[src/hw/mips_ctrl_pkg.sv]
`default_nettype none

package mips_ctrl_pkg;

   // alu operations chosen in decode
   typedef enum logic [2:0] {
      ALU_ADD = 3'd0,
      ALU_SUB = 3'd1,
      ALU_AND = 3'd2,
      ALU_OR  = 3'd3,
      ALU_SLT = 3'd4
   } alu_op_e;

   // operand source in execute
   typedef enum logic [1:0] {
      FWD_NONE  = 2'd0,
      FWD_EXMEM = 2'd1,
      FWD_MEMWB = 2'd2
   } fwd_sel_e;

   // writeback value source
   typedef enum logic {
      WB_ALU = 1'b0,
      WB_MEM = 1'b1
   } wb_src_e;

endpackage

`default_nettype wire

[src/hw/mips_isa_pkg.sv]
`default_nettype none

package mips_isa_pkg;

   // data and instruction words
   typedef logic [31:0] word_t;
   typedef logic [4:0]  reg_idx_t;

   // primary opcodes, instr[31:26]
   typedef enum logic [5:0] {
      OP_RTYPE = 6'h00,
      OP_J     = 6'h02,
      OP_BEQ   = 6'h04,
      OP_ADDI  = 6'h08,
      OP_LW    = 6'h23,
      OP_SW    = 6'h2b
   } opcode_e;

   // r-type function codes, instr[5:0]
   typedef enum logic [5:0] {
      FN_ADD = 6'h20,
      FN_SUB = 6'h22,
      FN_AND = 6'h24,
      FN_OR  = 6'h25,
      FN_SLT = 6'h2a
   } funct_e;

   // field positions
   localparam int OPC_LSB = 26;
   localparam int RS_LSB  = 21;
   localparam int RT_LSB  = 16;
   localparam int RD_LSB  = 11;
   localparam int FN_LSB  = 0;
   localparam int IMM_W   = 16;
   localparam int JIDX_W  = 26;

   // register file and memories
   localparam int REG_NUM    = 32;
   localparam int IMEM_WORDS = 64;
   localparam int DMEM_WORDS = 64;
   localparam int IMEM_AW    = 6;
   localparam int DMEM_AW    = 6;
   // byte address bit where the word index starts
   localparam int WORD_LSB   = 2;

   // all-zero word, decodes as no-op
   localparam word_t NOP_WORD = 32'h0000_0000;

endpackage

`default_nettype wire
[src/hw/hazard_unit.sv]
`timescale 1ns/1ps
`default_nettype none

module hazard_unit import mips_isa_pkg::*, mips_ctrl_pkg::*; (
   input  wire reg_idx_t i_id_rs,
   input  wire reg_idx_t i_id_rt,
   input  wire logic     i_id_uses_rt,
   input  wire logic     i_id_branch,
   input  wire reg_idx_t i_ex_rs,
   input  wire reg_idx_t i_ex_rt,
   input  wire reg_idx_t i_ex_dst,
   input  wire logic     i_ex_mem_rd,
   input  wire logic     i_ex_reg_we,
   input  wire reg_idx_t i_mem_dst,
   input  wire logic     i_mem_reg_we,
   input  wire reg_idx_t i_wb_reg,
   input  wire logic     i_wb_en,
   output fwd_sel_e      o_fwd_a,
   output fwd_sel_e      o_fwd_b,
   output logic          o_stall
);

   logic ex_hits_rs;
   logic ex_hits_rt;
   logic mem_hits_rs;
   logic mem_hits_rt;
   logic load_use;
   logic branch_wait;

   // newest producer wins and r0 is never forwarded
   function automatic fwd_sel_e pick_fwd(input reg_idx_t src);
      if (i_mem_reg_we && i_mem_dst != '0 && i_mem_dst == src) begin
         return FWD_EXMEM;
      end else if (i_wb_en && i_wb_reg != '0 && i_wb_reg == src) begin
         return FWD_MEMWB;
      end
      return FWD_NONE;
   endfunction

   // re-evaluated on any producer change as well as on the source numbers
   always_comb begin
      o_fwd_a = pick_fwd(i_ex_rs);
      o_fwd_b = pick_fwd(i_ex_rt);
   end

   // decode sources against instructions in execute and memory
   assign ex_hits_rs  = i_ex_reg_we && i_ex_dst != '0 && i_ex_dst == i_id_rs;
   assign ex_hits_rt  = i_ex_reg_we && i_ex_dst != '0 && i_ex_dst == i_id_rt && i_id_uses_rt;
   assign mem_hits_rs = i_mem_reg_we && i_mem_dst != '0 && i_mem_dst == i_id_rs;
   assign mem_hits_rt = i_mem_reg_we && i_mem_dst != '0 && i_mem_dst == i_id_rt && i_id_uses_rt;

   // load data is not ready for execute next cycle
   assign load_use    = i_ex_mem_rd && (ex_hits_rs || ex_hits_rt);
   // beq compares in decode where only the writeback bypass reaches it
   assign branch_wait = i_id_branch && (ex_hits_rs || ex_hits_rt || mem_hits_rs || mem_hits_rt);

   assign o_stall = load_use || branch_wait;

endmodule

`default_nettype wire

[config.mk]
export PLATFORM = sky130hd
export DESIGN_NAME = hazard_unit
export DESIGN_NICKNAME = d
export VERILOG_FILES = /design/src/hw/mips_ctrl_pkg.sv /design/src/hw/mips_isa_pkg.sv /design/src/hw/hazard_unit.sv
export SDC_FILE = /design/constraint.sdc
export NUM_CORES = 1
export LEC_CHECK = 0
export BUFFER_PORTS_ARGS = -buffer_cell sky130_fd_sc_hd__buf_2
export CAP_MARGIN = 20
export CORE_MARGIN = 2
export CORE_UTILIZATION = 41
export DETAILED_ROUTE_END_ITERATION = 8
export PLACE_DENSITY = 0.84
export SLEW_MARGIN = 25
export SYNTH_ARGS = -nofsm -noshare
export SYNTH_HDL_FRONTEND = slang
export SYNTH_SLANG_ARGS = --single-unit
[constraint.sdc]
create_clock -name vclk -period 2.4
set_input_delay 0.48 -clock vclk [all_inputs]
set_output_delay 0.48 -clock vclk [all_outputs]
set_load 0.01 [all_outputs]
After elaboration in Yosys (flattened, before gate mapping)
Index checks and enable logic that the tools add are counted.
- bits in registers: 0
- latch bits: 0
- RAM bits: 0
- ROM bits: 0
- bits of input ports: 41
- output and inout bits: 5
- logic and storage cells: 40
- memories kept: 0
- add/subtract/negate cells: 0
- $mul: 0
- divide/modulo/power cells: 0
- $lt $le $gt $ge: 0
- equality and inequality tests: 8
- shift operators: 0
- muxes and demuxes: 10
- bitwise operators: 0
- reduce and logical (&&, ||, !) cells: 22
- operators with widths (cell ; count):
    5-bit == test ; 8
    1-bit logical AND ; 15
    5-bit nonzero test ; 3
    2-bit 2-to-1 mux ; 6
    1-bit logical OR ; 4
    1-bit 2-to-1 mux ; 4

Logic depth before layout (Yosys ltp)
- depth after elaboration: 9
- gate-level depth with buffers: 5
- mapped depth without buffers: 4

Worst setup path before layout
OpenSTA, ideal clock, no wires.
- path kind: input -> output
- from: input i_mem_dst[4]
- to: output o_fwd_a[1]
- arrival: 1.772 ns
- data required time: 1.920 ns
- slack: 0.148 ns
- cell stages on the path: 5
- path buffers: 1
- cells stage by stage: buf_2 -> or4_4 -> o21ai_4 -> nor4_1 -> nor4_2
- longest elaborated chain between the ends: 5
- elaborated cells on any way between the ends: 7
- those cells by class: eq/ne (1); mux (3); reduce/logical (3)
- RTL lines (element ; line ; RTL):
    start: declaration ; hazard_unit.sv:14 ; input wire reg_idx_t i_mem_dst,
    5-bit nonzero test ; hazard_unit.sv:32 ; if (i_mem_reg_we && i_mem_dst != '0 && i_mem_dst == src) begin
    1-bit logical AND ; hazard_unit.sv:32 ;
    1-bit logical AND (*) ; hazard_unit.sv:32 ;
    2-bit 2-to-1 mux or 1-bit 2-to-1 mux (tied branches) ; hazard_unit.sv:32 ;
    2-bit 2-to-1 mux (*) ; hazard_unit.sv:37 ; return FWD_NONE;
    end: declaration ; hazard_unit.sv:18 ; output fwd_sel_e o_fwd_a,
Every way passes the cells marked *; elsewhere a longest branch is shown, timed or not.

Worst setup path after layout
- from: input i_mem_dst[2]
- to: output o_fwd_a[1]
Same word-level chain as after synthesis.

==> metrics.md <==
| Metric | Value |
|---|---|
| Run status | completed |
| Antenna viol nets, final | 0 |
| Core Region | roughly 1300 um^2 |
| Hold/Removal Path Class | input pin to output pin |
| RSZ-0062 raised after global routing | no |
| Final Hold Vio Count | 0 |
| Fin nets | about 160 |
| Yosys top cell by area | xor2_1 |
| Post-cts resize count | 0 |
| Tot GR Track Use | 20.0% |
| Max FO, Critical Path | 5 |
| Cell area after layout | 801 um^2 |
| Final min period | 2320 ps |
| Rel. slew slack | ~72% |
| Cell Rows | 13 |
| First-pass GRT wire length | 2280 um |
| Gp weighted congestion | 0.826 |
| Largest cells by area after synthesis | xor2_1, xnor2_1, or4_1 |
| Setup Fix Bufs, Post-CTS | 0 |
| Cell count after synthesis | 69 |
| IO Count | 46 |
| Wire length per cell | 12.5 um |
| GR Overflow Total | 0 |
| Port-buffer cells | 46 |
| Synth Net Count | 110 |
| Post-synthesis sequential area ratio | 0% |
| Critical Path AT | about 1800 ps |
| Max cap viols | 0 |
| Cts hold-fix bufs | 0 |
| Vias in the first global route | ~580 |
| Max Slew Vio Count | 0 |
| Post-layout util | ~62% |
| Power per Cell Area | 166 nW/um^2 |
| Dpl cell area | 801 um^2 |
| Layout overhead on the synthesized area | 43.5% |
| Commonest non-fill, non-tap cell in the layout | buf_2 |
| DRT Wirelength | 1600 um |
| Critical path launch point type | input pin |
| Avg Cell Area, Syn | between 8 and 9 um^2 |
| Detailed Route Iter0 Violations | 2 |
| Register area | 0 um^2 |
| Final worst setup slack | 84.6 ps |
| FFs & Latches | 0 |
| Fraction of layout cells with a size suffix above 1 | between 40% and 50% |
| Critical path origin | i_mem_dst[2] |
| Mapped Area | 558 um^2 |
| Leak Pwr | 0.387 nW |
| Unique cell type count in the Yosys netlist | 19 |
| DRT Pass-1 Iters | 2 |
| Worst EP required | 1920 ps |
| Initial antenna violation count | 0 |
| Most frequent cells in the layout | buf_2, xor2_1, xnor2_1 |
| Via Count | 645 |
| Worst VDD drop | 0.0000805 V |
| Worst Tran Pin Value | 412 ps |
| Die Footprint | 1670 um^2 |
| Starting Density | a little over two fifths |
| Number of diodes | 0 |
| Max Clk Rate | approximately 430 MHz |
| Syn. warnings | 0 |
| Setup crit end | o_fwd_a[1] |
| Die width | 40.9 um |
| # DRC | 0 |
| Final period utilization | 96.5% |
| Final setup vio count | 0 |
| Layout clock buffers | 0 |
| Via density per instance | 5.04 |
| Crit Path Class | input pin to output pin |
| Pre-CTS WS | 105 ps |
| Yosys top cell area share | 50.2% |
| CP endpoint kind | output pin |
| Final HPWL DP | 1470 um |
| Die Y | 40.9 um |
| Largest net degree at the start of global routing | 6 |
| Final setup TNS | 0 ps |
## report_power, final
part / internal [mW] / total (mW) / switching (mW)
Combinational: 0.0671 / 0.133 / 0.0662
Clock: 0 / 0 / 0
Sequential: 0 / 0 / 0
Total: 0.0671 / 0.133 / 0.0662
## logic make-up after synthesis
| kind of cell | count (synthesis) | synth area share [%] |
|---|---|---|
| AO/OA/AOI/OAI | 6 | 10.1 |
| XOR/XNOR | 40 | 62.8 |
| buffers and inverters | 6 | 5.83 |
| AND/OR/NAND/NOR | 17 | 21.3 |
## through the flow
| stage | power, mW | cells | hold WS (ps) |
|---|---|---|---|
| floorplan | 0.0711 | 69 | 1090 |
| global placement | 0.129 | 128 | 1340 |
| detailed placement | 0.133 | 128 | 1340 |
| CTS | 0.134 | 128 | 1340 |
| global route | 0.146 | 128 | 1350 |
| finish | 0.133 | 128 | 1340 |
## synthesized netlist by cell type, types with 2 or more instances
cell type	number
xor2_1	32
xnor2_1	8
nor4_1	4
or4_1	4
a32oi_1	2
clkbuf_1	2
nand3_1	2
nor2_1	2
nor3_1	2
nor4_2	2
## worst min-delay path by stage
| stage | to | cells past startpoint | start | slack, ps |
|---|---|---|---|---|
| 6_report | o_stall | 4 | i_id_branch | 1340 |
| 5_1_grt | o_stall | 4 | i_id_branch | 1350 |
| 3_5_place_dp | o_stall | 4 | i_id_branch | 1340 |
| 3_3_place_gp | o_stall | 4 | i_id_branch | 1340 |
| 2_1_floorplan | o_fwd_a[0] | 2 | i_mem_reg_we | 1090 |
| 4_1_cts | o_stall | 4 | i_id_branch | 1340 |
## area by class of cell
cell class / instances / area, um^2
fillers: 117 / 484
inverters: 1 / 3.75
multi-input cells: 63 / 526
well taps: 15 / 18.8
repair buffers: 49 / 253
## per-layer routing
layer  global-route usage (%)  share of wire (%)  vias to the layer above
li1                         -                  -                      336
met1                     24.4                 43                      295
met2                     39.1                 54                       12
met3                    0.543                2.2                        2
met4                     1.67               0.50                        0
met5                        0                  0                        -
## critical path: stages
cell and delay [ps]:
buf_2 140, or4_4 500, o21ai_4 160, nor4_1 100
nor4_2 280, buf_2 180
No activity file was read; power rests on OpenSTA's default activity.
