**src/hw/mips_ctrl_pkg.sv**
```systemverilog
`default_nettype none

package mips_ctrl_pkg;

   // alu operations chosen in decode
   typedef enum logic [2:0] {
      ALU_ADD = 3'd0,
      ALU_SUB = 3'd1,
      ALU_AND = 3'd2,
      ALU_OR  = 3'd3,
      ALU_SLT = 3'd4
   } alu_op_e;

   // operand source in execute
   typedef enum logic [1:0] {
      FWD_NONE  = 2'd0,
      FWD_EXMEM = 2'd1,
      FWD_MEMWB = 2'd2
   } fwd_sel_e;

   // writeback value source
   typedef enum logic {
      WB_ALU = 1'b0,
      WB_MEM = 1'b1
   } wb_src_e;

endpackage

`default_nettype wire

```
**src/hw/mips_isa_pkg.sv**
```systemverilog
`default_nettype none

package mips_isa_pkg;

   // data and instruction words
   typedef logic [31:0] word_t;
   typedef logic [4:0]  reg_idx_t;

   // primary opcodes, instr[31:26]
   typedef enum logic [5:0] {
      OP_RTYPE = 6'h00,
      OP_J     = 6'h02,
      OP_BEQ   = 6'h04,
      OP_ADDI  = 6'h08,
      OP_LW    = 6'h23,
      OP_SW    = 6'h2b
   } opcode_e;

   // r-type function codes, instr[5:0]
   typedef enum logic [5:0] {
      FN_ADD = 6'h20,
      FN_SUB = 6'h22,
      FN_AND = 6'h24,
      FN_OR  = 6'h25,
      FN_SLT = 6'h2a
   } funct_e;

   // field positions
   localparam int OPC_LSB = 26;
   localparam int RS_LSB  = 21;
   localparam int RT_LSB  = 16;
   localparam int RD_LSB  = 11;
   localparam int FN_LSB  = 0;
   localparam int IMM_W   = 16;
   localparam int JIDX_W  = 26;

   // register file and memories
   localparam int REG_NUM    = 32;
   localparam int IMEM_WORDS = 64;
   localparam int DMEM_WORDS = 64;
   localparam int IMEM_AW    = 6;
   localparam int DMEM_AW    = 6;
   // byte address bit where the word index starts
   localparam int WORD_LSB   = 2;

   // all-zero word, decodes as no-op
   localparam word_t NOP_WORD = 32'h0000_0000;

endpackage

`default_nettype wire
```
**src/hw/memory_stage.sv**
```systemverilog
`timescale 1ns/1ps
`default_nettype none

module memory_stage import mips_isa_pkg::*, mips_ctrl_pkg::*; (
   input  wire logic     i_clk,
   input  wire logic     i_rst,
   input  wire word_t    i_mem_alu,
   input  wire word_t    i_mem_store,
   input  wire reg_idx_t i_mem_dst,
   input  wire logic     i_mem_reg_we,
   input  wire logic     i_mem_rd,
   input  wire logic     i_mem_wr,
   input  wire wb_src_e  i_mem_wb_src,
   output logic          o_wb_en,
   output reg_idx_t      o_wb_reg,
   output word_t         o_wb_data
);

   logic [DMEM_AW-1:0] idx;
   word_t              load_data;
   word_t              wb_alu;
   word_t              wb_load;
   wb_src_e            wb_src;
   word_t              dmem [DMEM_WORDS];

   // alu result is the byte address, wraps on the word index
   assign idx       = i_mem_alu[WORD_LSB +: DMEM_AW];
   assign load_data = i_mem_rd ? dmem[idx] : '0;

   always_ff @(posedge i_clk) begin
      if (i_rst) begin
         for (int i = 0; i < DMEM_WORDS; i++) begin
            dmem[i] <= '0;
         end
      end else if (i_mem_wr) begin
         dmem[idx] <= i_mem_store;
      end
   end

   // memory/writeback latch
   always_ff @(posedge i_clk) begin
      if (i_rst) begin
         o_wb_en <= 1'b0;
         wb_src  <= WB_ALU;
      end else begin
         o_wb_en <= i_mem_reg_we;
         wb_src  <= i_mem_wb_src;
      end
   end

   always_ff @(posedge i_clk) begin
      o_wb_reg <= i_mem_dst;
      wb_alu   <= i_mem_alu;
      wb_load  <= load_data;
   end

   // writeback result
   assign o_wb_data = (wb_src == WB_MEM) ? wb_load : wb_alu;

endmodule

`default_nettype wire

```
**config.mk**
```make
export PLATFORM = sky130hd
export DESIGN_NAME = memory_stage
export DESIGN_NICKNAME = d
export VERILOG_FILES = /design/src/hw/mips_ctrl_pkg.sv /design/src/hw/mips_isa_pkg.sv /design/src/hw/memory_stage.sv
export SDC_FILE = /design/constraint.sdc
export NUM_CORES = 2
export LEC_CHECK = 0
export BUFFER_PORTS_ARGS = -buffer_cell sky130_fd_sc_hd__buf_2
export CAP_MARGIN = 20
export CORE_UTILIZATION = 30
export CTS_BUF_LIST = sky130_fd_sc_hd__clkbuf_8
export DETAILED_ROUTE_END_ITERATION = 12
export GPL_ROUTABILITY_DRIVEN = 0
export RECOVER_POWER = 25
export SLEW_MARGIN = 20
export SYNTH_ARGS = -nofsm -noshare
export SYNTH_HDL_FRONTEND = slang
export SYNTH_SLANG_ARGS = --single-unit
```
**constraint.sdc**
```tcl
create_clock -name i_clk -period 4.8 [get_ports i_clk]
set_input_delay 0.96 -clock i_clk [delete_from_list [all_inputs] [get_ports i_clk]]
set_output_delay 0.96 -clock i_clk [all_outputs]
set_load 0.03 [all_outputs]
```
# Yosys cells after proc, flatten, opt, wreduce, memory -nomap -nowiden

Memories as Yosys holds them, arrays and structs flattened. A register that Yosys moved wholly into a read port is not among the register bits.
Index checks and enable logic that the tools add are counted.
Widths: inputs -> output; s select.

Bits of input ports: 75
Memories: 1
Bits in registers: 39
Word-level logic and storage cells: 16
Bits in writable memories: 2048
Output and inout port bits: 38

Muxes and demuxes: 9
Reduce and logical (&&, ||, !) cells: 2

Memory list:

| memory | depth | bits a word | rd ports | clocked after Yosys merged registers in | write ports | line               | text |
|---|---|---|---|---|---|---|---|
| dmem   | 64    | 32          | 1        | 1                                       | 64          | memory_stage.sv:24 | `word_t dmem [DMEM_WORDS];` |

Operator list:

| cell             | count |
|---|---|
| $mux 32          | 2 |
| $reduce_or 32->1 | 1 |
| $mux 1           | 6 |
| $mux 6           | 1 |
| $logic_not 1->1  | 1 |

# Longest topological paths before layout

Word-level depth: 5
Depth in mapped cells: 10
Gate-level depth less buffers: 6

# Least setup slack after synthesis

Ideal clock, no wire load.

Path kind: input port to flip-flop
Start point: input port i_mem_alu[2]
End point: memory dmem[12][0] in the netlist's numbering, enable pin
Data required time: 4.425 ns
Arrival time: 2.740 ns
Path slack: 1.686 ns
Stages on the path: 8
Library setup time: 0.375 ns
Path buffers: 4
Cell sequence: buf_6 nor2_1 buf_2 buf_4 buf_2 nand2_1 nor2_1 or2_2

RTL lines:

| element            | line               | text |
|---|---|---|
| start: declaration | memory_stage.sv:7  | `input wire word_t i_mem_alu,` |
| end: declaration   | memory_stage.sv:24 |  |

==> results.md <==
- The number of antenna violations at the first check in global routing is 50.
- The first detailed-routing pass ran for 6 iterations.
- The post-synthesis instance area is 0.09424 mm2.
- Port buffering added 112 buffers.
- In this run the worst path has a maximum fanout of 32.
- Entering global routing, the biggest net connects 83 pins.
- TritonCTS built the clock tree.
- Sorting the synthesized cells by area gives the leading types as sky130_fd_sc_hd__edfxtp_1 65%, sky130_fd_sc_hd__and2_1 14%, sky130_fd_sc_hd__a221oi_1 3.4%, sky130_fd_sc_hd__a22oi_1 2.9%, sky130_fd_sc_hd__clkbuf_1 2.3%.
- The ratio of final minimum period to clock period is 0.9541.
- The count of routing violations after the opening detailed-route iteration is 8,520.
- The number of synthesized flops with an enable pin is 2,048.
- The kind of capture point of the worst setup path is a register.
- The number of endpoints with negative hold slack in the final report was 0.
- The post-placement worst setup slack is 0.5740 ns.
- Setup repair after global routing left no endpoint under its margin.
- The overall power after layout is 40.39 mW.
- In this run the core area contains 205 standard-cell rows.
- When the netlist entered floorplanning its net count stood at 7,070.
- Static timing analysis puts the maximum clock frequency at 0.2184 GHz.
- The slowest stage of the critical path is the sky130_fd_sc_hd__nand3_1 cell.
- The overall global routing resource usage is 0.2051.
- The worst-case vdd ir drop is 0.2157 mV.
- At the end of the flow, the number of nets in the layout was 7,181.
- Once detail routing completed, the nets flagged for antenna violations numbered 0.
- The via count of the first global-routing pass came to 60,830.
- The total number of vias is 62,980.
- From bottom edge to top edge, the die measures 562.5 um.
- The filler cells instantiated in the layout total 30,190.
- The tightest min-delay check is of the input port to register type.
- The total count of max-transition violations in the final report is 740.
- The initial core utilization is 0.3019.
- At the later pin of the worst-skew pair, clock insertion delay measures 1.08 ns.
- The largest single stage delay on the critical path is 1.24 ns.
- Synthesis instantiated 60 different standard cells from the library.
- The async set-or-reset flop fraction in the synthesized netlist is 0.
- The final reports fail on capacitance limit, slew limit.
- The H-tree was split into 5 levels.
- The register with the most flip-flops in the final layout is dmem.
- In this run, CTS created clock tree buffers numbering 365.
- Yosys printed 0 warnings.
- The placeable core area is 0.3122 mm2.
- The data arrival at the endpoint of the critical path is 5.49 ns.
- The total overflow left after global routing is 0.
- Synthesis inferred 2,119 register bits.
- The die covers 0.3164 mm2.
- The most used flip-flop cell after synthesis is sky130_fd_sc_hd__edfxtp_1.
- On the final layout, the worst clock skew is 0.1267 ns.
- Measured along the x axis, the die boundary spans 562.5 um.
- Clock tree synthesis found a total of 2,119 sinks.
- The via count normalized by instance count is 5.446.
- The half-perimeter wire length of the detailed placement result is 209,900 um.
- The largest registers in the layout are dmem (2048), wb_alu (32), wb_load (32).
- By instance count, the cell type seen most on the critical path is sky130_fd_sc_hd__clkbuf_1.
- Summed over all cells, the static leakage comes to 36.82 nW.
- The register with the most flip-flops in the layout has 2,048 of them.
- The endpoint required time on the critical path is 5.71 ns.
- The dominant cell type by area after synthesis is sky130_fd_sc_hd__edfxtp_1.
- The fraction of synthesized cell area taken by the top area cell type is 0.6526.
- The worst-case headroom to the max-slew limit is -0.5414.
- The share of layout cells above drive strength 1 is 0.1552.
- Clock tree synthesis selected as its root buffer the cell sky130_fd_sc_hd__clkbuf_8.
- After detailed routing, the total wire length is 334,100 um.
- The synthesized instance count is 6,995.
- After clock tree synthesis, the clock-pin slew on the worst setup and hold paths is 0.05 ns.
- Traced cell by cell, the critical path runs through clkbuf_1, nand3_1, clkbuf_1, nor2_2, clkbuf_1, and2_1.
- Max-cap violations in this run came to 23.
- In this run the count of I/O pins placed on the die edge is 113.
- Relative to the synthesized area, the layout overhead comes to 14.24%.
- The final worst slack is 0.2205 ns.
- The critical path class is input port to register.
- The first global-routing pass estimated 467,200 um of wire.
- The final critical path time including I/O delays and setup is 4.579 ns.
- The clock passes through at most 4 buffers.
- The sequential cell area fraction in the yosys report is 0.6677.
- The run finished, with violations left.
- The total power divided by cell area is 375.2 mW/mm2.
- By count the netlist is led by 2,051 x sky130_fd_sc_hd__and2_1, 2,048 x sky130_fd_sc_hd__edfxtp_1, 579 x sky130_fd_sc_hd__clkbuf_1.
- The slew of the pin with the lowest slew margin is 2.312 ns.
- The startpoint kind of the worst setup timing path is an input port.
- After synthesis, the mean cell area works out to 13.47 um2.
- Setup violations remaining at the end of the flow were counted as 0.
- The number of remaining DRC errors is 0.
- The multi-input gate area in the final layout is 0.02836 mm2.
- The average detailed-routed wire length per instance is 28.89 um.
- The post-route worst hold slack is 0.09270 ns.
- The area taken by flip-flops and latches is 0.06292 mm2.
- Among all cell types in the netlist, the one instantiated most often is sky130_fd_sc_hd__and2_1.
- For this run, the share of the core covered by cells in the final layout is 0.3449.
## cell usage in the layout (no fill, tap or decap), types with 26 or more instances in the layout
cell and n:
sky130_fd_sc_hd__edfxtp_1 2048, sky130_fd_sc_hd__and2_1 1711, sky130_fd_sc_hd__clkbuf_8 383, sky130_fd_sc_hd__a22oi_1 367
sky130_fd_sc_hd__a221oi_1 362, sky130_fd_sc_hd__and2_0 338, sky130_fd_sc_hd__buf_4 269, sky130_fd_sc_hd__nor2_1 150
sky130_fd_sc_hd__inv_1 148, sky130_fd_sc_hd__o21ai_0 140, sky130_fd_sc_hd__a21oi_1 138, sky130_fd_sc_hd__nand2_1 99
sky130_fd_sc_hd__buf_2 98, sky130_fd_sc_hd__mux2_2 96, sky130_fd_sc_hd__o22ai_1 91, sky130_fd_sc_hd__mux2i_1 83
sky130_fd_sc_hd__clkinv_1 78, sky130_fd_sc_hd__dfxtp_1 70, sky130_fd_sc_hd__buf_12 69, sky130_fd_sc_hd__mux4_2 60
sky130_fd_sc_hd__a22o_1 53, sky130_fd_sc_hd__or2_2 48, sky130_fd_sc_hd__nor3_1 42, sky130_fd_sc_hd__nor2_2 41
sky130_fd_sc_hd__clkbuf_1 38, sky130_fd_sc_hd__dlygate4sd3_1 31, sky130_fd_sc_hd__diode_2 26, sky130_fd_sc_hd__o221ai_1 26
## metrics by stage
step,TNS (ns),cells,area [um2]
final,0,11560,107700
after global routing,0,11550,107600
after CTS,0,11540,107800
after detailed placement,0,10850,100800
after global placement,-0.1502,10850,100800
after floorplan,0,6995,94240
## kinds of logic after synthesis
group                  synth area share
DFF                              0.6677
buffers and inverters           0.03323
and+or+nand+nor                  0.1594
AOI/OAI and AO/OA                0.1049
muxes                           0.03475
## final timing paths
| check | start | to | slack, ns | cells after the start |
|---|---|---|---|---|
| worst max register to register | dmem[16][15] | wb_load[15] | 2.13 | 6 |
| worst min-delay path | i_mem_wb_src | wb_src | 0.09 | 2 |
| worst max-delay path | i_mem_alu[6] | dmem[18][30] | 0.22 | 6 |
| worst min register to register | dmem[14][21] | wb_load[21] | 0.79 | 4 |
## metal layers
| metal | wire length, um | up-vias | GRT usage |
|---|---|---|---|
| met1 | 129300 | 32040 | 0.2704 |
| met4 | 20170 | 22 | 0.1070 |
| met5 | 144 | - | 0 |
| met2 | 147900 | 3835 | 0.3142 |
| met3 | 36610 | 827 | 0.04739 |
| li1 | - | 26250 | - |
## cell type report
type	count	area share
well taps	4140	0.04812
repair buffers	518	0.04141
clock buffers	383	0.04896
multi-input cells	4096	0.2634
inverters	6	0.0002557
clock inverters	276	0.01276
flip-flops and latches	2119	0.5845
diodes	26	0.0006044
## power by group
part	leakage [nW]	internal, mW	switching [mW]
sequential	20.1	21.2	0.357
clock	3.91	7.63	7.77
combinational	12.9	0.947	2.47
total	36.8	29.8	10.6
## repair_timing
action                    in CTS  in global routing
hold endpoints to repair      31                  0
setup buffers                  0                  0
gates resized for setup        0                  0
hold buffers                  31                  0
## critical path, delay by kind of cell
| family | cells | cell delay, ns |
|---|---|---|
| buf+inv | 3 | 2.74 |
| simple gates | 3 | 1.68 |
Power figures use the tool's default switching activity.
