`config.mk`:
```
export PLATFORM = sky130hd
export DESIGN_NAME = execute_stage
export DESIGN_NICKNAME = d
export VERILOG_FILES = /design/src/hw/mips_ctrl_pkg.sv /design/src/hw/mips_isa_pkg.sv /design/src/hw/execute_stage.sv
export SDC_FILE = /design/constraint.sdc
export NUM_CORES = 1
export LEC_CHECK = 0
export BUFFER_PORTS_ARGS = -buffer_cell sky130_fd_sc_hd__buf_4
export CELL_PAD_IN_SITES_DETAIL_PLACEMENT = 1
export CELL_PAD_IN_SITES_GLOBAL_PLACEMENT = 2
export CORE_AREA = 3 3 167 169
export CTS_BUF_LIST = sky130_fd_sc_hd__clkbuf_2 sky130_fd_sc_hd__clkbuf_4 sky130_fd_sc_hd__clkbuf_8
export CTS_CLUSTER_SIZE = 10
export DETAILED_ROUTE_END_ITERATION = 7
export DIE_AREA = 0 0 170 172
export PLACE_DENSITY = 0.95
export RECOVER_POWER = 25
export REMOVE_ABC_BUFFERS = 1
export SKIP_LAST_GASP = 1
export SYNTH_ARGS = -nofsm -noshare
export SYNTH_HDL_FRONTEND = slang
export SYNTH_SLANG_ARGS = --single-unit
```
`constraint.sdc`:
```
create_clock -name i_clk -period 10.8 [get_ports i_clk]
set_input_delay 2.16 -clock i_clk [delete_from_list [all_inputs] [get_ports i_clk]]
set_output_delay 2.16 -clock i_clk [all_outputs]
set_load 0.01 [all_outputs]
```
`src/hw/mips_ctrl_pkg.sv`:
```
`default_nettype none

package mips_ctrl_pkg;

   // alu operations chosen in decode
   typedef enum logic [2:0] {
      ALU_ADD = 3'd0,
      ALU_SUB = 3'd1,
      ALU_AND = 3'd2,
      ALU_OR  = 3'd3,
      ALU_SLT = 3'd4
   } alu_op_e;

   // operand source in execute
   typedef enum logic [1:0] {
      FWD_NONE  = 2'd0,
      FWD_EXMEM = 2'd1,
      FWD_MEMWB = 2'd2
   } fwd_sel_e;

   // writeback value source
   typedef enum logic {
      WB_ALU = 1'b0,
      WB_MEM = 1'b1
   } wb_src_e;

endpackage

`default_nettype wire

```
`src/hw/mips_isa_pkg.sv`:
```
`default_nettype none

package mips_isa_pkg;

   // data and instruction words
   typedef logic [31:0] word_t;
   typedef logic [4:0]  reg_idx_t;

   // primary opcodes, instr[31:26]
   typedef enum logic [5:0] {
      OP_RTYPE = 6'h00,
      OP_J     = 6'h02,
      OP_BEQ   = 6'h04,
      OP_ADDI  = 6'h08,
      OP_LW    = 6'h23,
      OP_SW    = 6'h2b
   } opcode_e;

   // r-type function codes, instr[5:0]
   typedef enum logic [5:0] {
      FN_ADD = 6'h20,
      FN_SUB = 6'h22,
      FN_AND = 6'h24,
      FN_OR  = 6'h25,
      FN_SLT = 6'h2a
   } funct_e;

   // field positions
   localparam int OPC_LSB = 26;
   localparam int RS_LSB  = 21;
   localparam int RT_LSB  = 16;
   localparam int RD_LSB  = 11;
   localparam int FN_LSB  = 0;
   localparam int IMM_W   = 16;
   localparam int JIDX_W  = 26;

   // register file and memories
   localparam int REG_NUM    = 32;
   localparam int IMEM_WORDS = 64;
   localparam int DMEM_WORDS = 64;
   localparam int IMEM_AW    = 6;
   localparam int DMEM_AW    = 6;
   // byte address bit where the word index starts
   localparam int WORD_LSB   = 2;

   // all-zero word, decodes as no-op
   localparam word_t NOP_WORD = 32'h0000_0000;

endpackage

`default_nettype wire
```
`src/hw/execute_stage.sv`:
```
`timescale 1ns/1ps
`default_nettype none

module execute_stage import mips_isa_pkg::*, mips_ctrl_pkg::*; (
   input  wire logic     i_clk,
   input  wire logic     i_rst,
   input  wire reg_idx_t i_ex_dst,
   input  wire word_t    i_ex_rs,
   input  wire word_t    i_ex_rt,
   input  wire word_t    i_ex_imm,
   input  wire alu_op_e  i_ex_alu_op,
   input  wire logic     i_ex_use_imm,
   input  wire logic     i_ex_mem_rd,
   input  wire logic     i_ex_mem_wr,
   input  wire logic     i_ex_reg_we,
   input  wire wb_src_e  i_ex_wb_src,
   input  wire fwd_sel_e i_fwd_a,
   input  wire fwd_sel_e i_fwd_b,
   input  wire word_t    i_mem_alu,
   input  wire word_t    i_wb_data,
   output word_t         o_mem_alu,
   output word_t         o_mem_store,
   output reg_idx_t      o_mem_dst,
   output logic          o_mem_reg_we,
   output logic          o_mem_rd,
   output logic          o_mem_wr,
   output wb_src_e       o_mem_wb_src
);

   word_t op_a;
   word_t fwd_rt;
   word_t op_b;
   word_t result;

   // forwarding muxes
   always_comb begin
      case (i_fwd_a)
         FWD_EXMEM: op_a = i_mem_alu;
         FWD_MEMWB: op_a = i_wb_data;
         default:   op_a = i_ex_rs;
      endcase
      case (i_fwd_b)
         FWD_EXMEM: fwd_rt = i_mem_alu;
         FWD_MEMWB: fwd_rt = i_wb_data;
         default:   fwd_rt = i_ex_rt;
      endcase
   end

   // immediate replaces rt for addi, lw, sw
   assign op_b = i_ex_use_imm ? i_ex_imm : fwd_rt;

   always_comb begin
      case (i_ex_alu_op)
         ALU_SUB: result = op_a - op_b;
         ALU_AND: result = op_a & op_b;
         ALU_OR:  result = op_a | op_b;
         // signed compare
         ALU_SLT: result = {31'd0, $signed(op_a) < $signed(op_b)};
         default: result = op_a + op_b;
      endcase
   end

   // execute/memory control
   always_ff @(posedge i_clk) begin
      if (i_rst) begin
         o_mem_reg_we <= 1'b0;
         o_mem_rd     <= 1'b0;
         o_mem_wr     <= 1'b0;
         o_mem_wb_src <= WB_ALU;
      end else begin
         // writes to r0 dropped here
         o_mem_reg_we <= i_ex_reg_we && i_ex_dst != '0;
         o_mem_rd     <= i_ex_mem_rd;
         o_mem_wr     <= i_ex_mem_wr;
         o_mem_wb_src <= i_ex_wb_src;
      end
   end

   always_ff @(posedge i_clk) begin
      o_mem_alu   <= result;
      // store data takes the forwarded rt
      o_mem_store <= fwd_rt;
      o_mem_dst   <= i_ex_dst;
   end

endmodule

`default_nettype wire

```
---- After elaboration in Yosys (flattened, before gate mapping) ----
Cells that the tools add are included.
operators by class
  equal/unequal tests ..................... 8
  $add $sub $neg .......................... 2
  reductions and logical operators ........ 2
  order comparisons ....................... 1
  multiplexer cells ....................... 4
  bitwise logic cells ..................... 2
operators with widths
  kind                                           number
  case mux 32 bit (2 select lines)               2
  case mux 32 bit (4 select lines)               1
  adder 32 bit                                   1
  bitwise AND 32 bit                             1
  < comparator 32 bit                            1
  two-way mux 32 bit                             1
  OR 32 bit                                      1
  subtractor 32 bit                              1
  == test 3 x 2 -> 1 bit, second input constant  2
  nonzero test 5 bit                             1
  == test 2 x 1 -> 1 bit, second input constant  2
  == test 2 bit, second input constant           2
  == test 3 x 1 -> 1 bit, second input constant  1
  == test 3 bit, second input constant           1
  logical AND 1 bit                              1
word-level totals
  logic and storage cells ................. 26
  output and inout port bits .............. 73
  register bits ........................... 73
  input port bits ......................... 179

---- Depth between registers and ports, before layout ----
  word-level depth ........................ 5
  depth in mapped cells ................... 19
  gate-level depth less buffers ........... 18

---- Worst setup path after synthesis ----
No wires, ideal clock.
  path kind ............................... input-to-reg
  start point ............................. input i_fwd_b[0]
  end point ............................... register o_mem_alu[24]
  setup slack ............................. 4678 ps
  buffers on the path ..................... 2
  library setup time ...................... 124 ps
  required time ........................... 10676 ps
  stages on the path ...................... 18
  data arrival time ....................... 5998 ps
  cell sequence ........................... inv_1 -> ha_1 -> clkbuf_1 -> buf_1 -> nor2_1 -> a21oi_1 -> o21ai_0 -> ha_1 -> fa_1 -> o21ba_1 -> or4_1 -> a21o_1 -> a21o_4 -> a2111oi_4 -> o311ai_1 -> and2_1 -> a211oi_2 -> o21ai_1
on the way
  cells in the longest elaborated chain, start to end .. 5
  elaborated cells on any way between the ends .. 9
  those cells by class .................... 2 x add/sub; 2 x eq/ne; 3 x mux; 2 x bitwise
RTL lines
  what                                                            RTL line             text
  start, declared                                                 execute_stage.sv:18  input wire fwd_sel_e i_fwd_b,
  == test 2 bit / == test 2 x 1 -> 1 bit (equally long branches)  execute_stage.sv:42  case (i_fwd_b)
  case mux 32 bit (2 select lines) *                              execute_stage.sv:42
  two-way mux 32 bit *                                            execute_stage.sv:50  assign op_b = i_ex_use_imm ? i_ex_imm : fwd_rt;
  adder 32 bit, or another cell as far along                      execute_stage.sv:59  default: result = op_a + op_b;
  case mux 32 bit (4 select lines) *                              execute_stage.sv:53  case (i_ex_alu_op)
  named net result[24]                                            execute_stage.sv:33  word_t result;
  end signal, assigned                                            execute_stage.sv:80  o_mem_alu <= result;
  end, declared                                                   execute_stage.sv:21  output word_t o_mem_alu,
Mark *: on every way through the listed nets, which the timed path passes. The rest lies on a longest branch.
A chain may end at the register's enable or synchronous reset.

---- Worst setup path in the final report ----
  start point ............................. input i_fwd_b[0]
  end point ............................... register o_mem_alu[30]
Same word-level chain as after synthesis.

==> run metrics <==
FFs w/ async S/R, synth 0%; mux contribution to synthesized area 0.3998%; IO Pins approximately 250; WS Path Type in2reg; DR WL/cell 20.64 um; HP Start i_ex_dst[0]; Main synth FF type dfxtp_1; post-synth cell types 80; Avg Inst Size Synth around 7 um2; Seq/Total Area, Yosys 17.96%; Yosys top cell by area dfxtp_1; die area 0.02924 mm2; Overall Power 1380 uW; combinational share of power about 54%; worst-path fanout max 32; Final Cell Area ~0.010 mm2; CTS HTree Levels 3; final setup vio count 0; slew margin rel. around 11%; postcts setup bufs 0; crit-path cells buf_4 > inv_1 > ha_2 > buf_4 > a22oi_1 > nor2_1 > a21oi_1 > o21ai_0 > ha_1 > inv_1 > fa_1 > nor2b_1 > o2111ai_1 > a211oi_1 > or4b_1 > a21o_1 > a41oi_1 > o311ai_0 > and3_1 > o32ai_1; via/cell ratio 5.537; Post-Synthesis Cells around 1200; total negative slack 0 ps; vias after detailed routing roughly 9500; status completed; Synth Area in Compound Gates 38.75%; Layout area overhead 27.94%; port bufs between 200 and 300; Tcrit/Tclk final 61.94%; switching pwr 611.3 uW; Flop pwr share 24.5%; antenna viol nets, final 0; adder-cell share of the synthesized area 15.87%; number of global-route vias before repair 9720; fmax around 0.15 GHz; Area after DPL between 0.01 and 0.015 mm2; GRT Util Overall 23.32%; Post-synth EDFFs 0; ant diodes 0; FF+latch count, synth 73; Clock transition at path regs 110 ps; GP Congestion 0.9809; WHS Path Cells 1; Max Cap Viol 0; hold buffers post-CTS 0; worst-margin pin slew 1321 ps; Slew Limit Fails 0; CTS Buf Count 9; Synth Area in XOR/XNOR 0.3229%; Clock Sinks 73; unrepaired setup endpoints after global routing no; drt pass-1 iters 5; largest net degree at the start of global routing 65; DRT iter0 DRCs 565; CP arrival 6930 ps; crit-path max cell delay 620 ps; Post-Route WL 35250 um; Max Root-Sink Buffers 2; synth top area cells dfxtp_1 (18%), ha_1 (15%), a21oi_1 (6.8%), o21ai_0 (6.6%), a22oi_1 (6.5%); Root Buffer clkbuf_8; clock power share roughly 22%; switching share of power roughly 44%; CTS tree done; Synth top area share 17.96%; layout cells sized above 1 20.63%; DRC 0; Worst Path Required 11040 ps; Final Hold Violating Endpoints 0; Synth Warn # 0; core box area 0.02673 mm2; minimum clock period around 6700 ps; CTS resizes 0; Worst Hold Class in2reg; Worst Hold End o_mem_dst[0]$_DFF_P_; gr ovfl total 0; fin nets 1643; DIE HEIGHT 172 um; critical path endpoint category register; PD cells 132.6 mW/mm2; VDD IR max 54.73 uV; Pint just under 800 uW; Synth Cell Area 0.008138 mm2; Worst setup SP type input port; Initial Util 30.45%; HPWL Detailed 25950 um; initial antenna violation count 0; slowest CP cell a211oi_1; Leak 0.004889 uW; first-pass GRT wire length 53940 um; worst hold slack 1889 ps; Horiz. Die Dim 170 um; row count 60; largest family of logic cells by synthesized area compound AO/OA/AOI/OAI gates; Post-Synth Simple-Gate Area 16.73%
-- metrics by stage --
stage	utilization (%)	worst slack, ps	std cells
2_1_floorplan	-	4226	1092
3_3_place_gp	38.40	3926	1692
3_5_place_dp	38.40	3799	1692
4_1_cts	39.34	4205	1708
5_1_grt	38.96	3806	1708
6_report	38.96	4111	1708
-- registers in the layout, summed over array words and instances (netlist names) --
register      count
o_mem_wr          1
o_mem_alu        32
o_mem_store      32
o_mem_reg_we      1
o_mem_dst         5
o_mem_wb_src      1
o_mem_rd          1
-- worst max path at each step --
stage               cells past startpoint  slack [ps]       start               endpoint
finish                                 20        4110  i_fwd_b[0]  o_mem_alu[30]$_DFF_P_
global route                           20        3810  i_fwd_b[0]  o_mem_alu[30]$_DFF_P_
CTS                                    16        4210  i_fwd_b[1]  o_mem_alu[30]$_DFF_P_
detailed placement                     16        3800  i_fwd_b[1]  o_mem_alu[30]$_DFF_P_
global placement                       17        3930  i_fwd_b[0]  o_mem_alu[30]$_DFF_P_
floorplan                              16        4230  i_fwd_b[0]  o_mem_alu[24]$_DFF_P_
-- worst max-delay path: cells and delay by family --
family	cells	cell delay [ps]
adder cells (fa/ha/maj)	3	890
AND/OR/NAND/NOR	4	800
buffers and inverters	4	680
AO/OA/AOI/OAI	9	2390
-- cell families (layout without fill, tap and decap cells) --
logic type | count (synthesis) | count (layout)
AO/OA/AOI/OAI | 468 | 468
XOR/XNOR | 3 | 3
adder cells (fa/ha/maj) | 102 | 102
buffers and inverters | 213 | 413
flip-flops | 73 | 73
multiplexers | 3 | 3
AND/OR/NAND/NOR | 305 | 305
-- layout make-up --
class | count | area, um2
clock buffers | 9 | 123.9
clock inverters | 7 | 126.4
fillers | 3396 | 16310
inverters | 138 | 518.0
multi-input cells | 881 | 5912
flip-flops and latches | 73 | 1461
well taps | 341 | 426.7
repair buffers | 259 | 1843
-- cells in the mapped netlist (3+ instances only) --
library cell / instances
nor2_1: 97
a21oi_1: 111
dfxtp_1: 73
buf_2: 4
a211o_1: 4
o221a_2: 7
o221ai_1: 17
ha_1: 100
or4_1: 4
nand4_1: 4
a221oi_1: 17
o21bai_1: 14
o21a_1: 7
and2_1: 4
inv_1: 138
clkbuf_1: 65
o31ai_1: 9
a221o_1: 3
nand2_1: 121
o31a_1: 4
or2_2: 3
or3_1: 4
nor3_1: 10
a311oi_1: 3
a31oi_1: 4
and3_1: 6
o21ai_0: 108
nand3_1: 10
a22oi_1: 70
buf_1: 5
o211ai_1: 10
o21ai_1: 5
o21ba_1: 4
nand2b_1: 15
a211oi_1: 10
a21o_1: 15
nor2b_1: 18
o22ai_1: 9
-- power groups by stage --
| stage | clock network (uW) | registers (uW) | logic, uW |
|---|---|---|---|
| global placement | 0 | 345 | 729 |
| finish | 302 | 338 | 741 |
| CTS | 308 | 340 | 749 |
| detailed placement | 0 | 345 | 744 |
| floorplan | 0 | 368 | 415 |
| global route | 318 | 343 | 816 |
-- metal layers --
metal,global-route usage [%],vias up,share of wire (%)
li1,-,4535,-
met1,31.17,4602,46
met2,39.16,274,46
met3,3.155,47,5.4
met4,7.302,0,2.3
met5,0,-,0
-- cell usage in the layout (no fill, tap or decap), drive strengths merged, types with 4 or more instances in the layout --
cell type  synthesis  final
o31ai              9      9
dfxtp             73     73
or4                5      5
a221oi            17     17
nor3              10     10
a21o              16     16
o221a              7      7
o21ai            114    114
o21a               7      7
nor2              97     97
or2                4      4
a211oi            11     11
nand2            121    121
and2               4      4
and3               6      6
o31a               4      4
nand3             10     10
a22oi             70     70
a21oi            114    114
clkbuf            65     44
o21bai            14     14
o22ai              9      9
a2111oi            5      5
inv              138    140
a211o              4      4
ha               100    100
a31oi              4      4
o221ai            17     17
nor2b             18     18
nand2b            15     15
or3                4      4
buf               10    224
o211ai            11     11
nand4              4      4
o21ba              5      5
Power figures use the tool's default switching activity.
