===== src/hw/mips_ctrl_pkg.sv =====
`default_nettype none

package mips_ctrl_pkg;

   // alu operations chosen in decode
   typedef enum logic [2:0] {
      ALU_ADD = 3'd0,
      ALU_SUB = 3'd1,
      ALU_AND = 3'd2,
      ALU_OR  = 3'd3,
      ALU_SLT = 3'd4
   } alu_op_e;

   // operand source in execute
   typedef enum logic [1:0] {
      FWD_NONE  = 2'd0,
      FWD_EXMEM = 2'd1,
      FWD_MEMWB = 2'd2
   } fwd_sel_e;

   // writeback value source
   typedef enum logic {
      WB_ALU = 1'b0,
      WB_MEM = 1'b1
   } wb_src_e;

endpackage

`default_nettype wire


===== src/hw/mips_isa_pkg.sv =====
`default_nettype none

package mips_isa_pkg;

   // data and instruction words
   typedef logic [31:0] word_t;
   typedef logic [4:0]  reg_idx_t;

   // primary opcodes, instr[31:26]
   typedef enum logic [5:0] {
      OP_RTYPE = 6'h00,
      OP_J     = 6'h02,
      OP_BEQ   = 6'h04,
      OP_ADDI  = 6'h08,
      OP_LW    = 6'h23,
      OP_SW    = 6'h2b
   } opcode_e;

   // r-type function codes, instr[5:0]
   typedef enum logic [5:0] {
      FN_ADD = 6'h20,
      FN_SUB = 6'h22,
      FN_AND = 6'h24,
      FN_OR  = 6'h25,
      FN_SLT = 6'h2a
   } funct_e;

   // field positions
   localparam int OPC_LSB = 26;
   localparam int RS_LSB  = 21;
   localparam int RT_LSB  = 16;
   localparam int RD_LSB  = 11;
   localparam int FN_LSB  = 0;
   localparam int IMM_W   = 16;
   localparam int JIDX_W  = 26;

   // register file and memories
   localparam int REG_NUM    = 32;
   localparam int IMEM_WORDS = 64;
   localparam int DMEM_WORDS = 64;
   localparam int IMEM_AW    = 6;
   localparam int DMEM_AW    = 6;
   // byte address bit where the word index starts
   localparam int WORD_LSB   = 2;

   // all-zero word, decodes as no-op
   localparam word_t NOP_WORD = 32'h0000_0000;

endpackage

`default_nettype wire

===== src/hw/decode_stage.sv =====
`timescale 1ns/1ps
`default_nettype none

module decode_stage import mips_isa_pkg::*, mips_ctrl_pkg::*; (
   input  wire logic     i_clk,
   input  wire logic     i_rst,
   input  wire logic     i_stall,
   input  wire word_t    i_instr,
   input  wire word_t    i_pc4,
   input  wire logic     i_wb_en,
   input  wire reg_idx_t i_wb_reg,
   input  wire word_t    i_wb_data,
   output logic          o_redirect,
   output word_t         o_target,
   output reg_idx_t      o_rs_num,
   output reg_idx_t      o_rt_num,
   output logic          o_uses_rt,
   output logic          o_is_branch,
   output reg_idx_t      o_ex_rs_num,
   output reg_idx_t      o_ex_rt_num,
   output reg_idx_t      o_ex_dst,
   output word_t         o_ex_rs,
   output word_t         o_ex_rt,
   output word_t         o_ex_imm,
   output alu_op_e       o_ex_alu_op,
   output logic          o_ex_use_imm,
   output logic          o_ex_mem_rd,
   output logic          o_ex_mem_wr,
   output logic          o_ex_reg_we,
   output wb_src_e       o_ex_wb_src
);

   opcode_e  opc;
   funct_e   fn;
   reg_idx_t rs;
   reg_idx_t rt;
   reg_idx_t rd;
   word_t    imm;
   word_t    rs_val;
   word_t    rt_val;
   // decoded control
   alu_op_e  alu_op;
   wb_src_e  wb_src;
   reg_idx_t dst;
   logic     use_imm;
   logic     mem_rd;
   logic     mem_wr;
   logic     reg_we;
   logic     is_jump;
   logic     taken;
   word_t    rf [REG_NUM];

   assign opc = opcode_e'(i_instr[OPC_LSB +: 6]);
   assign fn  = funct_e'(i_instr[FN_LSB +: 6]);
   assign rs  = i_instr[RS_LSB +: 5];
   assign rt  = i_instr[RT_LSB +: 5];
   assign rd  = i_instr[RD_LSB +: 5];
   // sign extended immediate
   assign imm = {{(32 - IMM_W){i_instr[IMM_W-1]}}, i_instr[IMM_W-1:0]};

   always_comb begin
      alu_op      = ALU_ADD;
      wb_src      = WB_ALU;
      dst         = rt;
      use_imm     = 1'b0;
      mem_rd      = 1'b0;
      mem_wr      = 1'b0;
      reg_we      = 1'b0;
      is_jump     = 1'b0;
      o_is_branch = 1'b0;
      o_uses_rt   = 1'b0;
      case (opc)
         OP_RTYPE: begin
            dst       = rd;
            o_uses_rt = 1'b1;
            // unknown function codes, nop included, write nothing
            reg_we    = 1'b1;
            case (fn)
               FN_ADD:  alu_op = ALU_ADD;
               FN_SUB:  alu_op = ALU_SUB;
               FN_AND:  alu_op = ALU_AND;
               FN_OR:   alu_op = ALU_OR;
               FN_SLT:  alu_op = ALU_SLT;
               default: reg_we = 1'b0;
            endcase
         end
         OP_ADDI: begin
            use_imm = 1'b1;
            reg_we  = 1'b1;
         end
         OP_LW: begin
            use_imm = 1'b1;
            mem_rd  = 1'b1;
            reg_we  = 1'b1;
            wb_src  = WB_MEM;
         end
         OP_SW: begin
            use_imm   = 1'b1;
            mem_wr    = 1'b1;
            o_uses_rt = 1'b1;
         end
         OP_BEQ: begin
            o_is_branch = 1'b1;
            o_uses_rt   = 1'b1;
         end
         OP_J:    is_jump = 1'b1;
         default: ;
      endcase
   end

   // rs field of j is target bits, not a source
   assign o_rs_num = is_jump ? '0 : rs;
   assign o_rt_num = rt;

   // register file, write first
   always_ff @(posedge i_clk) begin
      if (i_rst) begin
         for (int i = 0; i < REG_NUM; i++) begin
            rf[i] <= '0;
         end
      end else if (i_wb_en && i_wb_reg != '0) begin
         rf[i_wb_reg] <= i_wb_data;
      end
   end

   // same-cycle writeback bypass
   assign rs_val = (i_wb_en && i_wb_reg != '0 && i_wb_reg == rs) ? i_wb_data : rf[rs];
   assign rt_val = (i_wb_en && i_wb_reg != '0 && i_wb_reg == rt) ? i_wb_data : rf[rt];

   // branch and jump resolve here
   assign taken      = is_jump || (o_is_branch && rs_val == rt_val);
   assign o_redirect = taken && !i_stall;
   assign o_target   = is_jump ? {i_pc4[31:28], i_instr[JIDX_W-1:0], 2'b00}
                               : i_pc4 + {imm[29:0], 2'b00};

   // decode/execute control, bubble on stall
   always_ff @(posedge i_clk) begin
      if (i_rst || i_stall) begin
         o_ex_alu_op  <= ALU_ADD;
         o_ex_use_imm <= 1'b0;
         o_ex_mem_rd  <= 1'b0;
         o_ex_mem_wr  <= 1'b0;
         o_ex_reg_we  <= 1'b0;
         o_ex_wb_src  <= WB_ALU;
      end else begin
         o_ex_alu_op  <= alu_op;
         o_ex_use_imm <= use_imm;
         o_ex_mem_rd  <= mem_rd;
         o_ex_mem_wr  <= mem_wr;
         o_ex_reg_we  <= reg_we;
         o_ex_wb_src  <= wb_src;
      end
   end

   // payload
   always_ff @(posedge i_clk) begin
      o_ex_rs_num <= o_rs_num;
      o_ex_rt_num <= rt;
      o_ex_dst    <= dst;
      o_ex_rs     <= rs_val;
      o_ex_rt     <= rt_val;
      o_ex_imm    <= imm;
   end

endmodule

`default_nettype wire


===== config.mk =====
export PLATFORM = sky130hd
export DESIGN_NAME = decode_stage
export DESIGN_NICKNAME = d
export VERILOG_FILES = /design/src/hw/mips_ctrl_pkg.sv /design/src/hw/mips_isa_pkg.sv /design/src/hw/decode_stage.sv
export SDC_FILE = /design/constraint.sdc
export NUM_CORES = 2
export LEC_CHECK = 0
export ABC_CLOCK_PERIOD_IN_PS = 4470
export BUFFER_PORTS_ARGS = -buffer_cell sky130_fd_sc_hd__buf_2
export CAP_MARGIN = 0
export CORE_MARGIN = 5
export CORE_UTILIZATION = 55
export DETAILED_ROUTE_END_ITERATION = 12
export GPL_TIMING_DRIVEN = 0
export PLACE_DENSITY = 0.69
export SYNTH_ARGS = -nofsm -noshare
export SYNTH_HDL_FRONTEND = slang
export SYNTH_SLANG_ARGS = --single-unit
export TNS_END_PERCENT = 1

===== constraint.sdc =====
create_clock -name i_clk -period 4.47 [get_ports i_clk]
set_clock_uncertainty 0.1 [all_clocks]
set_input_delay 0.447 -clock i_clk [delete_from_list [all_inputs] [get_ports i_clk]]
set_output_delay 0.447 -clock i_clk [all_outputs]
set_load 0.02 [all_outputs]

Word level (Yosys, flattened, before mapping):

Memories as Yosys holds them, arrays and structs flattened.
Cells that the tools add are included.

* add/sub/neg operators: 1
* multipliers: 0
* divide/modulo/power cells: 0
* $lt $le $gt $ge: 0
* equal/unequal tests: 13
* shift operators: 0
* mux-type cells: 22
* bitwise operators: 1
* reduce and logical (&&, ||, !) cells: 16

Operators by type and width (number)
* $mux 32: 4
* $eq 6x6->1 const B: 7
* $add 32x32->32: 1
* $eq 32x32->1: 1
* $reduce_or 32->1: 1
* $mux 5: 3
* $mux 1: 13
* $pmux 3 s4: 1
* $eq 5x5->1: 2
* $eq 6x2->1 const B: 1
* $eq 6x3->1 const B: 1
* $eq 6x4->1 const B: 1
* $logic_not 6->1: 1
* $reduce_or 3->1: 2
* $logic_and 1x1->1: 5
* $reduce_bool 5->1: 1
* $reduce_or 5->1: 1
* $reduce_or 2->1: 2
* $logic_or 1x1->1: 2
* $pmux 1 s2: 1
* $logic_not 1->1: 1
* $not 1->1: 1

* register bits after elaboration: 102
* latch bits: 0
* RAM bits: 1024
* bits in read-only memories: 0
* input bits: 105
* memories kept: 1

Memories
* rf: words 32, bits a word 32, rd ports 2, clocked after memory_dff 0, wr ports 32, line decode_stage.sv:51 `word_t rf [REG_NUM];`

Longest topological paths before layout:

* depth after elaboration: 8
* depth in mapped cells: 15
* depth with buffers taken out: 11

Least setup slack after synthesis:

OpenSTA, ideal clock, no wires.

* path kind: input -> output
* start: input i_instr[16]
* end: output o_redirect
* arrival time: 3.460 ns
* slack: 0.463 ns
* stages: 13
* buffers on the path: 4
* cell sequence: buf_2 > buf_2 > buf_4 > xnor2_1 > nand3_1 > nor4_4 > buf_2 > mux2_2 > xnor2_1 > nand4_1 > nor4b_1 > nand4_1 > o21ai_1

* cells in the longest elaborated chain, start to end: 7
* elaborated cells between the ends (all ways): 8
* those cells by class: eq/ne: 2; mux: 1; reduce/logical: 4; memory: 1

RTL lines
* start, declared: line decode_stage.sv:8 `input wire word_t i_instr,`
* parallel branches: the longest is 2 deep, another holds $mem_v2 32x32
* $mux 32 (*): line decode_stage.sv:128 `assign rt_val = (i_wb_en && i_wb_reg != '0 && i_wb_reg == rt) ? i_wb_data : rf[rt];`
* $eq 32x32->1 (*): line decode_stage.sv:131 `assign taken = is_jump || (o_is_branch && rs_val == rt_val);`
* $logic_and 1x1->1 (*): line decode_stage.sv:131
* $logic_or 1x1->1 (*): line decode_stage.sv:131
* $logic_and 1x1->1 (*): line decode_stage.sv:132 `assign o_redirect = taken && !i_stall;`
* end, declared: line decode_stage.sv:13 `output logic o_redirect,`

Every way passes the cells marked *.

Final worst setup path:

* start: input i_instr[19]
* end: output o_redirect

* cells in the longest elaborated chain, start to end: 7
* elaborated cells between the ends (all ways): 8
* those cells by class: eq/ne: 2; mux: 1; reduce/logical: 4; memory: 1

RTL lines
* parallel branches: the longest is 2 deep, another holds $mem_v2 32x32
* $mux 32 (*): line decode_stage.sv:128
* via rt_val[1]: line decode_stage.sv:40 `word_t rt_val;`
* $eq 32x32->1 (*): line decode_stage.sv:131
* $logic_and 1x1->1 (*): line decode_stage.sv:131
* $logic_or 1x1->1 (*): line decode_stage.sv:131
* $logic_and 1x1->1 (*): line decode_stage.sv:132

Mark *: on every way through the listed nets, which the timed path passes.

==> impl_summary.md <==
Clock network
The later-pin clock latency in the skew report is 0.77 ns. The clock drives 1126 sinks. The root cell of the clock tree is sky130_fd_sc_hd__clkbuf_16. The CTS tree is built. The H-tree was split into 3 levels. After clock tree synthesis, the clock-pin slew on the worst setup and hold paths is 0.06 ns.

The maximum clock path buffer count is 3. The number of clock buffers added by TritonCTS is 119.

Routing
After detailed routing, the average wire length per cell comes to 43.1 microns. For this block, the routed nets add up to 260000 microns of wire. The count of nets left with antenna violations after detail routing is 0. The number of iterations in the first detailed-routing pass is 8. Dividing the detail-routed via count by the number of cells gives 7.51.

The routed layout has 45169 vias. In the routed design, unresolved DRC markers number 0. The count of routing violations after the opening detailed-route iteration is 9195.

Power
The highest ir drop seen on vdd is 0.000353 V. For this design the ratio of total power to cell area is 398 mW/mm^2. The total chip power is 27.2 mW.

The analysis attributes to cell leakage a power of 23.3 nW.

STA
The total count of hold-check failures in the final report is 0. For the pin with the worst max-slew slack, the measured transition is 1.62 ns. For this run, the top clock speed supported by timing is 193 MHz.

Final hold analysis gives a worst-case slack of 0.0130 ns. The worst path uses 116% of the clock period. After layout, the minimum clock period comes to 5.18 ns. The max-slew headroom at the worst pin is -7.91%. The minimum setup slack in the final design is -0.714 ns. The final number of setup-violating endpoints is 1.

The total negative setup slack is -0.714 ns. Setup repair after global routing could not meet its margin everywhere. The final count of pins violating max slew is 56.

Synthesis
The distinct cell type count of the synthesized netlist is 59. Ranked by total cell area, the synthesized netlist is headed by sky130_fd_sc_hd__edfxtp_1 (52%), sky130_fd_sc_hd__mux4_2 (22%), sky130_fd_sc_hd__and2_1 (6.3%). A synthesized cell averages 14.8 sq um.

The fraction of synthesis flops using an asynchronous set or reset pin is 0%. The number of synthesized register bits is 1126. The top-area cell type share of the netlist area is 51.8%. Of the synthesized area, sequential elements account for 55.2%. The dominant register cell in the synthesized netlist is sky130_fd_sc_hd__edfxtp_1.

The Yosys step of the flow raised 0 warnings. Summed over all instances, the cell type with the most area after synthesis is sky130_fd_sc_hd__edfxtp_1. Synthesis handed over a netlist of 4004 instances. The area of the mapped netlist is 0.0594 sq mm. The number of enable-type register cells in the synthesized netlist is 1024.

Global route
The total overflow left after global routing is 0. The number of global-route vias before repair is 43216. The number of antenna violations at the first check in global routing is 35. Entering global routing, the biggest net connects 33 pins.

The overall track demand over capacity in global routing is 44.2%. The first global-routing pass estimated 345000 microns of wire.

Worst setup path
The worst setup path is launched from an input pin. The capturing element type of the critical path is an output port. The critical path goes through buf_2 -> buf_6 -> inv_1 -> clkbuf_4 -> buf_4 -> mux2i_1 -> o21ai_1 -> xor2_2 -> nor4_1 -> nand3_2 -> o21ai_1 -> buf_4. Among all stages on the critical path, the largest delay is contributed by sky130_fd_sc_hd__o21ai_1.

In this design, the largest share of critical-path delay is due to buffers and inverters. The data arrival time at the worst-slack endpoint is 4.64 ns. The start-to-end type of the worst setup path is in -> out.

The largest fanout on the critical path is 10. The maximum cell stage delay along the critical path is 0.56 ns. Data on the critical path is required at its endpoint by 3.92 ns. The critical path buffer and inverter count is 6.

Finish
The post-route cell area is 0.0682 sq mm. The post-route netlist has 29.9% of its cells at a drive strength greater than 1. The count of fill cells added during filler insertion is 8016.

After the flow finishes, the layout carries non-filler instances totaling 6016. Compared with the post-synthesis result, the final layout area differs by 14.8%. The layout net count is 4607.

Min path
The min-delay analysis places its worst path in the category in -> reg.

Die
For this configuration, the core starts out at a cell density of 55.4%. The height of the die is 339 microns. The die covers 0.115 sq mm.

After floorplanning, the core was divided into 120 placement rows. The core footprint is 0.107 sq mm. The horizontal die dimension is 339 microns. The count of boundary I/O pins is 269.

Placed design
The congestion estimate from routability-driven global placement came to 0.989. The detailed placer's ending HPWL is 164000 microns. Once placement finished, the instance area stood at 0.0630 sq mm. The count of placed standard cells including taps is 5710. The number of port buffers is 257.

Run status
The run finished, with violations left. The final reports fail on max-capacitance violations, max-slew violations, negative setup slack.

Run
The tool flagged a number of max-cap violations equal to 6.
Yosys cell counts (58+ instances only):
library cell	n
sky130_fd_sc_hd__a21oi_1	78
sky130_fd_sc_hd__a22oi_1	62
sky130_fd_sc_hd__and2_1	598
sky130_fd_sc_hd__buf_2	58
sky130_fd_sc_hd__clkbuf_1	304
sky130_fd_sc_hd__dfxtp_1	102
sky130_fd_sc_hd__edfxtp_1	1024
sky130_fd_sc_hd__mux2_2	81
sky130_fd_sc_hd__mux2i_1	58
sky130_fd_sc_hd__mux4_2	584
sky130_fd_sc_hd__nand2_1	79
sky130_fd_sc_hd__nor2_1	84
sky130_fd_sc_hd__nor3_1	416
what timing repair did:
item | in CTS | in global routing
setup buffers | 2 | 1
hold endpoints to repair | 54 | 0
pin swaps | 5 | 6
hold buffers | 45 | 0
setup endpoints to repair | 3 | 8
gates resized for setup | 218 | 51
cell usage in the layout, fill, tap and decap left out, types with 25 or more instances in the layout:
master,synthesis,routed
sky130_fd_sc_hd__nand2_1,79,79
sky130_fd_sc_hd__ha_1,29,29
sky130_fd_sc_hd__clkbuf_8,0,26
sky130_fd_sc_hd__mux4_2,584,584
sky130_fd_sc_hd__clkbuf_1,304,274
sky130_fd_sc_hd__and2_1,598,597
sky130_fd_sc_hd__inv_1,45,45
sky130_fd_sc_hd__clkbuf_16,0,125
sky130_fd_sc_hd__mux2_2,81,81
sky130_fd_sc_hd__nor2_1,84,81
sky130_fd_sc_hd__a21oi_1,78,76
sky130_fd_sc_hd__buf_2,58,273
sky130_fd_sc_hd__mux2i_1,58,56
sky130_fd_sc_hd__dfxtp_1,102,102
sky130_fd_sc_hd__clkinv_2,0,28
sky130_fd_sc_hd__nor3_1,416,416
sky130_fd_sc_hd__buf_1,53,39
sky130_fd_sc_hd__buf_4,45,67
sky130_fd_sc_hd__diode_2,0,36
sky130_fd_sc_hd__clkbuf_4,0,25
sky130_fd_sc_hd__edfxtp_1,1024,1024
sky130_fd_sc_hd__or2_4,0,29
sky130_fd_sc_hd__dlygate4sd3_1,0,45
sky130_fd_sc_hd__o21ai_0,54,48
sky130_fd_sc_hd__conb_1,1,32
sky130_fd_sc_hd__buf_6,10,27
sky130_fd_sc_hd__a22oi_1,62,62
sky130_fd_sc_hd__xor2_1,45,43
per-stage QoR:
stage	utilization, %	setup slack (ns)
after global placement	58.4	-4.43
after detailed placement	58.8	-2.67
final	63.6	-0.714
after floorplan	-	0.463
after CTS	63.4	-0.533
after global routing	63.6	-0.556
registers in the layout, indices dropped and copies added (netlist names):
register      count
o_ex_imm         16
o_ex_wb_src       1
o_ex_rs_num       5
rf             1024
o_ex_rs          32
o_ex_dst          5
o_ex_rt_num       5
o_ex_use_imm      1
o_ex_rt          32
o_ex_alu_op       3
o_ex_reg_we       1
o_ex_mem_wr       1
final timing paths:
check	start	endpoint	slack [ns]	cells after the start
worst min-delay path	i_wb_data[9]	rf[3][9]	0.01	2
worst max-delay path	i_instr[19]	o_redirect	-0.71	12
worst min register to register	rf[3][25]	o_ex_rt[25]	0.92	5
worst max register to register	rf[31][31]	o_ex_rs[31]	2.21	5
final cells by class:
type                       instances  area, sq um  area share (%)
antenna                           36         90.1           0.132
buffer                           465         2680            3.93
clock buffer                     173         3430            5.02
clock inverter                    53          537           0.787
inverter                          46          173           0.253
multi-input combinational       2393        24700            36.2
sequential                      1126        32800            48.1
tap                             1403         1760            2.57
timing repair buffer             321         2100            3.08
power by group:
group / switching [mW] / leakage, nW / internal [mW]
Sequential: 0.300 / 10.6 / 12.1
Combinational: 2.74 / 10.8 / 1.69
Clock: 4.44 / 1.95 / 5.87
Total: 7.49 / 23.3 / 19.7
per-layer routing:
metal / routed length, microns / global-route usage [%] / vias to the layer above
li1: - / - / 16509
met4: 25900 / 32.3 / 10
met2: 109000 / 64.0 / 5088
met5: 224 / 1.17 / -
met1: 77700 / 51.5 / 22100
met3: 46500 / 21.2 / 1462
worst register-to-register path, cell delays in order (launching register included):
cell	delay (ns)
sky130_fd_sc_hd__edfxtp_1	0.41
sky130_fd_sc_hd__mux4_2	0.50
sky130_fd_sc_hd__mux2_2	0.29
sky130_fd_sc_hd__mux4_2	0.47
sky130_fd_sc_hd__nor2_1	0.10
sky130_fd_sc_hd__a21oi_1	0.16
logic make-up after synthesis:
logic type | Yosys count | share of synthesized area (%)
simple gates | 1282 | 12.0
flops | 1126 | 55.2
mux | 723 | 24.7
buf+inv | 516 | 3.79
compound gates | 262 | 2.76
xor+xnor | 64 | 0.944
fa+ha+maj | 30 | 0.644
other cells | 1 | 0.00631
No activity file was read; power rests on OpenSTA's default activity.
